--- src/verilog/br_pkg.sv ---
package br_pkg;

  // burst RAM port geometry
  localparam int BR_ADDR_W  = 21;            // byte address
  localparam int BR_DATA_W  = 64;            // one cache line per burst
  localparam int BR_MASK_W  = BR_DATA_W / 8; // one bit per byte
  localparam int BR_ALIGN_W = $clog2(BR_MASK_W); // low addr bits of a line, always zero

  // command encoding as seen on br_cmd
  typedef enum logic {
    br_read  = 1'b0,
    br_write = 1'b1
  } br_cmd_e;

endpackage

--- src/verilog/ramio_pkg.sv ---
package ramio_pkg;

  // --------------------------------------------------
  // core side access codes
  // --------------------------------------------------
  typedef enum logic [1:0] {
    wt_none = 2'd0, // no store
    wt_byte = 2'd1,
    wt_half = 2'd2,
    wt_word = 2'd3
  } write_type_e;

  // plain byte/half sign-extend, _u variants zero-extend
  typedef enum logic [2:0] {
    rt_none   = 3'd0,
    rt_byte   = 3'd1,
    rt_half   = 3'd2,
    rt_word   = 3'd3,
    rt_byte_u = 3'd4,
    rt_half_u = 3'd5
  } read_type_e;

  localparam int ADDR_W = 32;
  localparam int DATA_W = 32;

  // --------------------------------------------------
  // address split and cache geometry
  // --------------------------------------------------
  localparam int NUM_BANKS      = 2;
  localparam int BANK_SEL_W     = $clog2(NUM_BANKS); // address bit 3
  localparam int LINE_OFFS_W    = 3;                 // 8-byte line
  localparam int LINES_PER_BANK = 8;
  localparam int INDEX_W        = $clog2(LINES_PER_BANK);
  localparam int INDEX_LSB      = LINE_OFFS_W + BANK_SEL_W; // bits 6:4
  localparam int TAG_LSB        = INDEX_LSB + INDEX_W;
  localparam int TAG_W          = ADDR_W - TAG_LSB;

  typedef enum logic [2:0] {
    st_idle, st_lookup, st_evict, st_fill, st_wait_fill, st_done
  } bank_state_e;

endpackage

--- src/verilog/ramio_ifs.sv ---
// --------------------------------------------------
// decoder to bank request path
// --------------------------------------------------
interface bank_req_if;
  import ramio_pkg::*;

  logic                valid;      // one cycle strobe
  write_type_e         write_type;
  read_type_e          read_type;
  logic [ADDR_W-1:0]   addr;
  logic [DATA_W-1:0]   wdata;
  logic                done;       // one cycle pulse from bank
  logic [DATA_W-1:0]   rdata;      // already extended

  modport dec  (output valid, write_type, read_type, addr, wdata, input done, rdata);
  modport bank (input valid, write_type, read_type, addr, wdata, output done, rdata);
endinterface

// --------------------------------------------------
// bank to arbiter line transfer path
// --------------------------------------------------
interface br_port_if;
  import br_pkg::*;

  logic                 req;       // level, held until grant
  br_cmd_e              cmd;
  logic [BR_ADDR_W-1:0] line_addr;
  logic [BR_DATA_W-1:0] wr_line;
  logic                 grant;     // pulse when cmd hits the burst port
  logic                 rd_valid;  // fill data returned
  logic [BR_DATA_W-1:0] rd_line;

  modport bank (output req, cmd, line_addr, wr_line, input grant, rd_valid, rd_line);
  modport arb  (input req, cmd, line_addr, wr_line, output grant, rd_valid, rd_line);
endinterface

--- src/verilog/br_arbiter.sv ---
module br_arbiter (
  input  logic                           clk,
  input  logic                           rst_n,
  br_port_if.arb                         ports [ramio_pkg::NUM_BANKS],
  output br_pkg::br_cmd_e                br_cmd,
  output logic                           br_cmd_en,
  output logic [br_pkg::BR_ADDR_W-1:0]   br_addr,
  output logic [br_pkg::BR_DATA_W-1:0]   br_wr_data,
  output logic [br_pkg::BR_MASK_W-1:0]   br_data_mask,
  input  logic [br_pkg::BR_DATA_W-1:0]   br_rd_data,
  input  logic                           br_rd_data_valid
);
  import ramio_pkg::*;
  import br_pkg::*;

  logic [NUM_BANKS-1:0]  req_v;
  br_cmd_e               cmd_v   [NUM_BANKS];
  logic [BR_ADDR_W-1:0]  addr_v  [NUM_BANKS];
  logic [BR_DATA_W-1:0]  wdata_v [NUM_BANKS];
  logic [NUM_BANKS-1:0]  grant_q;
  logic                  rd_pend_q;  // read waiting for its data
  logic [BANK_SEL_W-1:0] owner_q;    // bank that issued that read
  logic [BANK_SEL_W-1:0] last_q;     // round-robin pointer
  logic [BANK_SEL_W-1:0] pick;
  logic                  found;
  logic                  idle;

  for (genvar g = 0; g < NUM_BANKS; g++) begin : g_port
    assign req_v[g]         = ports[g].req;
    assign cmd_v[g]         = ports[g].cmd;
    assign addr_v[g]        = ports[g].line_addr;
    assign wdata_v[g]       = ports[g].wr_line;
    assign ports[g].grant   = grant_q[g];
    assign ports[g].rd_valid = br_rd_data_valid && rd_pend_q &&
                               (owner_q == BANK_SEL_W'(g));
    assign ports[g].rd_line = br_rd_data;
  end

  // grant cycle counts as busy, bank still shows its old req then
  assign idle = !rd_pend_q && !(|grant_q);

  // --------------------------------------------------
  // round-robin pick, starts after last winner
  // --------------------------------------------------
  always_comb begin
    logic [BANK_SEL_W-1:0] cand;
    found = 1'b0;
    pick  = last_q;
    for (int i = 1; i <= NUM_BANKS; i++) begin
      cand = BANK_SEL_W'((int'(last_q) + i) % NUM_BANKS);
      if (!found && req_v[cand]) begin
        found = 1'b1;
        pick  = cand;
      end
    end
  end

  always_ff @(posedge clk) begin
    if (!rst_n) begin
      grant_q   <= '0;
      br_cmd_en <= 1'b0;
      rd_pend_q <= 1'b0;
      last_q    <= '0;
    end else begin
      grant_q   <= '0;
      br_cmd_en <= 1'b0;
      if (br_rd_data_valid) rd_pend_q <= 1'b0;    // read frees the port
      if (idle && found) begin
        grant_q[pick] <= 1'b1;
        br_cmd_en     <= 1'b1;
        last_q        <= pick;
        if (cmd_v[pick] == br_read) rd_pend_q <= 1'b1;
      end
    end
  end

  // command payload, qualified by br_cmd_en
  always_ff @(posedge clk) begin
    if (idle && found) begin
      br_cmd     <= cmd_v[pick];
      br_addr    <= addr_v[pick];
      br_wr_data <= wdata_v[pick];
      owner_q    <= pick;
    end
  end

  assign br_data_mask = '0;  // full line every time

  a_rd_expected: assert property (@(posedge clk) disable iff (!rst_n)
    br_rd_data_valid |-> rd_pend_q);

endmodule

--- src/verilog/cache_bank.sv ---
module cache_bank (
  input  logic     clk,
  input  logic     rst_n,
  bank_req_if.bank req,
  br_port_if.bank  mem
);
  import ramio_pkg::*;
  import br_pkg::*;

  bank_state_e                state_q;
  logic [LINES_PER_BANK-1:0]  line_valid_q;
  logic [LINES_PER_BANK-1:0]  line_dirty_q;
  logic [TAG_W-1:0]           tag_q  [LINES_PER_BANK];
  logic [BR_DATA_W-1:0]       line_q [LINES_PER_BANK];

  // latched request
  write_type_e                wt_q;
  read_type_e                 rt_q;
  logic [ADDR_W-1:0]          addr_q;
  logic [DATA_W-1:0]          wdata_q;

  logic [INDEX_W-1:0]         idx;
  logic [TAG_W-1:0]           tag;
  logic [LINE_OFFS_W-1:0]     offs;
  logic                       hit;
  logic [BR_DATA_W-1:0]       cur_line;
  logic [BR_DATA_W-1:0]       shifted;
  logic [BR_MASK_W-1:0]       wmask;
  logic [BR_DATA_W-1:0]       wline;
  logic [BR_DATA_W-1:0]       merged;
  logic [DATA_W-1:0]          rdata_c;
  logic [ADDR_W-1:0]          evict_addr;
  logic [ADDR_W-1:0]          fill_addr;

  assign idx      = addr_q[INDEX_LSB +: INDEX_W];
  assign tag      = addr_q[TAG_LSB +: TAG_W];
  assign offs     = addr_q[LINE_OFFS_W-1:0];
  assign cur_line = line_q[idx];
  assign hit      = line_valid_q[idx] && (tag_q[idx] == tag);

  // --------------------------------------------------
  // FSM and line state
  // --------------------------------------------------
  always_ff @(posedge clk) begin
    if (!rst_n) begin
      state_q      <= st_idle;
      line_valid_q <= '0;
      line_dirty_q <= '0;
    end else begin
      case (state_q)
        st_idle:
          if (req.valid) state_q <= st_lookup;
        st_lookup: begin
          if (hit)
            state_q <= st_done;
          else if (line_valid_q[idx] && line_dirty_q[idx])
            state_q <= st_evict;                 // write back victim first
          else
            state_q <= st_fill;
        end
        st_evict:
          if (mem.grant) state_q <= st_fill;    // write is fire and forget
        st_fill:
          if (mem.grant) state_q <= st_wait_fill;
        st_wait_fill: begin
          if (mem.rd_valid) begin
            state_q           <= st_done;
            line_valid_q[idx] <= 1'b1;
            line_dirty_q[idx] <= 1'b0;          // fresh copy of memory
          end
        end
        st_done: begin
          state_q <= st_idle;
          if (wt_q != wt_none) line_dirty_q[idx] <= 1'b1;
        end
        default: state_q <= st_idle;
      endcase
    end
  end

  // arrays and request payload
  always_ff @(posedge clk) begin
    if (state_q == st_idle && req.valid) begin
      wt_q    <= req.write_type;
      rt_q    <= req.read_type;
      addr_q  <= req.addr;
      wdata_q <= req.wdata;
    end
    if (state_q == st_wait_fill && mem.rd_valid) begin
      line_q[idx] <= mem.rd_line;
      tag_q[idx]  <= tag;
    end
    if (state_q == st_done && wt_q != wt_none)
      line_q[idx] <= merged;                    // store lands after fill or hit
  end

  // --------------------------------------------------
  // store merge, byte lanes of the line
  // --------------------------------------------------
  always_comb begin
    case (wt_q)
      wt_byte: begin
        wmask = BR_MASK_W'(8'h01) << offs;
        wline = {8{wdata_q[7:0]}};
      end
      wt_half: begin
        wmask = BR_MASK_W'(8'h03) << offs;
        wline = {4{wdata_q[15:0]}};
      end
      wt_word: begin
        wmask = BR_MASK_W'(8'h0f) << offs;
        wline = {2{wdata_q}};
      end
      default: begin
        wmask = '0;
        wline = '0;
      end
    endcase
    for (int b = 0; b < BR_MASK_W; b++)
      merged[8*b +: 8] = wmask[b] ? wline[8*b +: 8] : cur_line[8*b +: 8];
  end

  // load extract and extend
  always_comb begin
    shifted = cur_line >> {offs, 3'b000};
    case (rt_q)
      rt_byte:   rdata_c = {{(DATA_W-8){shifted[7]}}, shifted[7:0]};
      rt_half:   rdata_c = {{(DATA_W-16){shifted[15]}}, shifted[15:0]};
      rt_byte_u: rdata_c = {{(DATA_W-8){1'b0}}, shifted[7:0]};
      rt_half_u: rdata_c = {{(DATA_W-16){1'b0}}, shifted[15:0]};
      default:   rdata_c = shifted[DATA_W-1:0]; // word
    endcase
  end

  assign req.done  = (state_q == st_done);
  assign req.rdata = rdata_c;

  // --------------------------------------------------
  // line transfer request
  // --------------------------------------------------
  // victim lives in this bank, so bank bit comes from the current request
  assign evict_addr = {tag_q[idx], idx, addr_q[LINE_OFFS_W +: BANK_SEL_W],
                       {LINE_OFFS_W{1'b0}}};
  assign fill_addr  = {addr_q[ADDR_W-1:LINE_OFFS_W], {LINE_OFFS_W{1'b0}}};

  assign mem.req       = (state_q == st_evict) || (state_q == st_fill);
  assign mem.cmd       = (state_q == st_evict) ? br_write : br_read;
  assign mem.line_addr = (state_q == st_evict) ? evict_addr[BR_ADDR_W-1:0]
                                               : fill_addr[BR_ADDR_W-1:0];
  assign mem.wr_line   = cur_line;

  // request level must survive until the arbiter has taken it
  a_req_held: assert property (@(posedge clk) disable iff (!rst_n)
    $fell(mem.req) |-> $past(mem.grant));

endmodule

--- src/verilog/ramio_req_decoder.sv ---
module ramio_req_decoder (
  input  logic                           clk,
  input  logic                           rst_n,
  input  logic                           enable,
  input  ramio_pkg::write_type_e         write_type,
  input  ramio_pkg::read_type_e          read_type,
  input  logic [ramio_pkg::ADDR_W-1:0]   address,
  input  logic [ramio_pkg::DATA_W-1:0]   data_in,
  output logic [ramio_pkg::DATA_W-1:0]   data_out,
  output logic                           data_out_ready,
  output logic                           busy,
  bank_req_if.dec                        banks [ramio_pkg::NUM_BANKS]
);
  import ramio_pkg::*;

  logic                  valid_q;   // strobe toward selected bank
  logic                  busy_q;
  logic                  accept;
  logic [BANK_SEL_W-1:0] sel_q;
  logic                  is_load_q;
  write_type_e           wt_q;
  read_type_e            rt_q;
  logic [ADDR_W-1:0]     addr_q;
  logic [DATA_W-1:0]     wdata_q;
  logic [NUM_BANKS-1:0]  done_v;
  logic [DATA_W-1:0]     rdata_v [NUM_BANKS];
  logic                  done_sel;
  logic                  misaligned;

  assign accept = enable && !busy;

  // --------------------------------------------------
  // request capture
  // --------------------------------------------------
  always_ff @(posedge clk) begin
    if (!rst_n) begin
      valid_q <= 1'b0;
      busy_q  <= 1'b0;
    end else begin
      valid_q <= accept;                // single cycle strobe
      if (accept)
        busy_q <= 1'b1;
      else if (done_sel)
        busy_q <= 1'b0;
    end
  end

  always_ff @(posedge clk) begin
    if (accept) begin
      sel_q     <= address[LINE_OFFS_W +: BANK_SEL_W]; // bit 3 picks the bank
      is_load_q <= (read_type != rt_none);
      wt_q      <= write_type;
      rt_q      <= read_type;
      addr_q    <= address;
      wdata_q   <= data_in;
    end
  end

  // fan out to banks, gather done and rdata back
  for (genvar g = 0; g < NUM_BANKS; g++) begin : g_route
    assign banks[g].valid      = valid_q && (sel_q == BANK_SEL_W'(g));
    assign banks[g].write_type = wt_q;
    assign banks[g].read_type  = rt_q;
    assign banks[g].addr       = addr_q;
    assign banks[g].wdata      = wdata_q;
    assign done_v[g]           = banks[g].done;
    assign rdata_v[g]          = banks[g].rdata;
  end

  // --------------------------------------------------
  // core side return, same cycle as bank done
  // --------------------------------------------------
  assign done_sel       = done_v[sel_q];
  assign busy           = busy_q && !done_sel;       // drops in completion cycle
  assign data_out_ready = busy_q && done_sel && is_load_q; // stores finish silently
  assign data_out       = rdata_v[sel_q];

  // alignment by access width
  always_comb begin
    misaligned = 1'b0;
    if (write_type == wt_word || read_type == rt_word)
      misaligned = |address[1:0];
    else if (write_type == wt_half || read_type inside {rt_half, rt_half_u})
      misaligned = address[0];
  end

  a_no_enable_busy: assert property (@(posedge clk) disable iff (!rst_n)
    enable |-> !busy);

  // a misaligned access would straddle banks or lines
  a_aligned: assert property (@(posedge clk) disable iff (!rst_n)
    enable |-> !misaligned);

endmodule

--- src/verilog/ramio_top.sv ---
module ramio_top (
  input  logic                          clk,
  input  logic                          rst_n,
  // core side
  input  logic                          enable,
  input  logic [1:0]                    write_type,
  input  logic [2:0]                    read_type,
  input  logic [ramio_pkg::ADDR_W-1:0]  address,
  input  logic [ramio_pkg::DATA_W-1:0]  data_in,
  output logic [ramio_pkg::DATA_W-1:0]  data_out,
  output logic                          data_out_ready,
  output logic                          busy,
  // burst RAM side
  output logic                          br_cmd,       // 0 read, 1 write
  output logic                          br_cmd_en,
  output logic [br_pkg::BR_ADDR_W-1:0]  br_addr,
  output logic [br_pkg::BR_DATA_W-1:0]  br_wr_data,
  output logic [br_pkg::BR_MASK_W-1:0]  br_data_mask,
  input  logic [br_pkg::BR_DATA_W-1:0]  br_rd_data,
  input  logic                          br_rd_data_valid
);
  import ramio_pkg::*;

  write_type_e wt;
  read_type_e  rt;

  assign wt = write_type_e'(write_type);
  assign rt = read_type_e'(read_type);

  bank_req_if bank_if [NUM_BANKS] ();
  br_port_if  br_if   [NUM_BANKS] ();

  // --------------------------------------------------
  // decoder, banks, arbiter
  // --------------------------------------------------
  ramio_req_decoder dec_i (
    .clk, .rst_n, .enable,
    .write_type (wt),
    .read_type  (rt),
    .address, .data_in, .data_out, .data_out_ready, .busy,
    .banks      (bank_if)
  );

  for (genvar g = 0; g < NUM_BANKS; g++) begin : g_bank
    cache_bank bank_i (.clk, .rst_n, .req(bank_if[g]), .mem(br_if[g]));
  end

  br_arbiter arb_i (
    .clk, .rst_n,
    .ports (br_if),
    .br_cmd, .br_cmd_en, .br_addr, .br_wr_data, .br_data_mask,
    .br_rd_data, .br_rd_data_valid
  );

endmodule
--- config.mk ---
export PLATFORM = sky130hd
export DESIGN_NAME = ramio_top
export DESIGN_NICKNAME = d
export VERILOG_FILES = /design/src/verilog/br_pkg.sv /design/src/verilog/ramio_pkg.sv /design/src/verilog/ramio_ifs.sv /design/src/verilog/br_arbiter.sv /design/src/verilog/cache_bank.sv /design/src/verilog/ramio_req_decoder.sv /design/src/verilog/ramio_top.sv
export SDC_FILE = /design/constraint.sdc
export NUM_CORES = 2
export LEC_CHECK = 0
export BUFFER_PORTS_ARGS = -buffer_cell sky130_fd_sc_hd__buf_4
export CORE_MARGIN = 4
export CORE_UTILIZATION = 60
export DETAILED_ROUTE_END_ITERATION = 10
export MAX_ROUTING_LAYER = met4
export PLACE_DENSITY = 0.87
export SLEW_MARGIN = 20
export SYNTH_ARGS = -nofsm -noshare
export SYNTH_HDL_FRONTEND = slang
export SYNTH_HIERARCHICAL = 1
export SYNTH_SLANG_ARGS = --single-unit
--- constraint.sdc ---
create_clock -name clk -period 10.5 [get_ports clk]
set_input_delay 2.625 -clock clk [delete_from_list [all_inputs] [get_ports clk]]
set_output_delay 2.625 -clock clk [all_outputs]
set_load 0.03 [all_outputs]
==> results.yml <==
run_status:
  status: "finished, final reports clean"
layout:
  drive_above_1_share_pct: 28.0
  finish.utilization_pct: 66.6
  instances_no_fill: 6180
  design_area_sq_mm: 0.0826
  areaGrowthSynthToFinish_pct: 9.85
  layout_common_cells: "edfxtp_1, buf_4, mux4_2"
  final_common_cell: "edfxtp_1"
  nets: 4512
floorplan:
  coreArea_sq_mm: 0.124
  initial_core_util_pct: 60.6
  die_w_um: 362
  die_area_sq_mm: 0.131
  ioPinCount: 266
  die_h_um: 362
  rows: 129
place:
  gp_congestion: 1.05
  port_buffers: 257
  post-place-ws_ns: 3.53
  dp.cells: 5845
  dpl_cell_area_sq_mm: 0.0773
  hpwlAfterDp_mm: 136
cts:
  holdBufCountCts: 0
  cts_root_buf: "clkbuf_16"
  clk_latency_ns: 0.82
  cts_resized: 0
  cts_buffers: 164
  clock_path_buffers: 3
  cts-htree-levels: 4
  cts_num_sinks: 1770
  post-cts-setup-buffers: 0
  cts_tree: "built"
  clk_pin_slew_ns: 0.07
route:
  firstDrtPassIters: 8
  first_iter_violations: 7005
  vias_per_cell: 6.98
  ant_nets: 0
  wirelength_mm: 217
  via_count: 43100
  routedWlPerCell_um: 35.0
  drc: 0
yosys:
  ys_ff_latch: 1770
  async_reset_ff_share_pct: 0
  syn_area_per_cell_sq_um: 17.4
  synth_enable_flop_cells: 1719
  synth_ff_type: "edfxtp_1"
  synthDistinctLibCells: 81
  synth.area.top_cells: "edfxtp_1, mux4_2, mux2_2"
  synth_compound_area_share_pct: 4.60
  synth_xor_area_share_pct: 0.501
  syn_area_sq_mm: 0.0752
  synth_top_family_by_area: "multiplexers"
  synthMuxAreaShare_pct: 17.5
  synth_adder_area_share_pct: 0
  netlist.area_leader.share_pct: 68.6
  yosysWarnings: 6
  syn_inst: 4315
  synth_top_area_cell: "edfxtp_1"
  synth_simple_gate_area_share_pct: 3.32
  ys_seq_area_share_pct: 70.0
power:
  seq_power_share_pct: 53.3
  intPower_uw: 11500
  powerDensity_mw_per_mm2: 179
  combinationalPowerShare_pct: 6.9
  vdd_ir_drop_max_uv: 198
  sw_frac_of_total_pct: 22.7
  p_switching_uw: 3360
  p_leak_uw: 0.0280
  clockPowerShare_pct: 39.8
timing:
  rsz0062_at_grt: "false"
  max_freq_ghz: 0.125
  tightest_slew_ns: 1.29
  slew_violations: 0
  setup_viol: 0
  period_minus_slack_ns: 7.99
  hold_viol: 0
  layout_setup_ws_ns: 2.51
  setup-tns-final_ns: 0
  fin_worst_skew_ns: 0.0410
  slew-limit-headroom_pct: 13.7
  min_period_over_period_pct: 76.1
worst_setup_path:
  crit_path_max_fanout: 59
  cp-start-kind: "flip-flop"
  critical_path_class: "reg -> out"
  end_kind: "primary output"
  crit_required_ns: 7.88
  cp.arrival_ns: 5.37
global_route:
  grt_pass1_wl_mm: 304
  grt_pass1_vias: 42300
  antenna_found_initial: 26
  grt_max_degree: 107
  grt-ovfl-total: 0
  track_usage_pct: 33.6
flow_run:
  cap_violations: 0
min_path:
  hp-class: "reg -> reg"
==> sequential cells by signal (all words and copies together) (netlist names), 3 cells and up, named ones only <==
name,count
arb_i/br_addr,21
arb_i/br_wr_data,64
dec_i/banks.addr,32
dec_i/banks.read_type,3
dec_i/banks.wdata,32
g_bank.bank_i/addr_q,64
g_bank.bank_i/line_q,1024
g_bank.bank_i/line_valid_q,16
g_bank.bank_i/rt_q,6
g_bank.bank_i/state_q,6
g_bank.bank_i/tag_q,400
g_bank.bank_i/wdata_q,64
g_bank.bank_i/wt_q,4
==> cell families after synthesis <==
family,Yosys count
multiplexers,842
AND/OR/NAND/NOR,576
buffers and inverters,504
flip-flops,1770
other,3
XOR/XNOR,43
AO/OA/AOI/OAI,577
==> routing by layer <==
| layer | routed length (um) | GRT usage, % |
|---|---|---|
| met5 | 0 | - |
| met1 | 69100 | 40.1 |
| met3 | 31400 | 11.8 |
| met2 | 99200 | 50.1 |
| met4 | 16800 | 19.7 |
==> critical path, cell delays in order (launching register included) <==
cell     delay (ns)
dfxtp_4        0.71
buf_4          0.83
buf_4          0.72
mux4_2         0.44
mux2_2         0.37
mux2i_1        0.23
nand2_1        0.10
and3_1         0.21
a21oi_1        0.17
o21ai_0        0.10
mux2_2         0.36
buf_4          0.19
==> metrics by stage <==
stage               power, uW  hold WS, ns
finish                  14800        0.436
global route            15200        0.449
CTS                     14800        0.438
detailed placement       9000        0.431
global placement         8980        0.431
floorplan                8650        0.428
==> final timing paths <==
| kind | start | to | slack (ns) | cells after the start |
|---|---|---|---|---|
| worst max-delay path | flip-flop | data_out[14] | 2.51 | 11 |
| worst max register to register | flip-flop | g_bank[1].bank_i/state_q[0]$_SDFFE_PN0P_ | 6.04 | 8 |
| worst min register to register | dec_i/banks[0].addr[16]$_DFFE_PP_ | g_bank[1].bank_i/addr_q[16]$_DFFE_PP_ | 0.44 | 0 |
| worst min-delay path | dec_i/banks[0].addr[16]$_DFFE_PP_ | g_bank[1].bank_i/addr_q[16]$_DFFE_PP_ | 0.44 | 0 |
==> Yosys cell counts (all sizes together) (26+ instances only) <==
master	number
dfxtp	51
nor2	144
o21ai	288
mux2	278
mux4	343
edfxtp	1719
mux2i	221
a21oi	104
xnor2	26
a21o	35
a22oi	27
inv	42
buf	332
clkbuf	126
nand2	309
==> cell type report <==
class | count | area (sq um)
Clock inverter | 97 | 875
Timing Repair Buffer | 343 | 2630
Antenna cell | 32 | 80.1
Sequential cell | 1770 | 52700
Inverter | 44 | 166
Tap cell | 1637 | 2050
Multi-Input combinational cell | 2052 | 19800
Clock buffer | 205 | 4380
Fill cell | 7377 | 41500
==> power by group through the flow <==
stage / sequential (uW) / combinational, uW / clock, uW
CTS: 7890 / 980 / 5930
detailed placement: 8040 / 965 / 0
finish: 7890 / 1020 / 5900
floorplan: 8040 / 606 / 0
global route: 7890 / 1040 / 6240
global placement: 8030 / 944 / 0
Power figures use the tool's default switching activity.
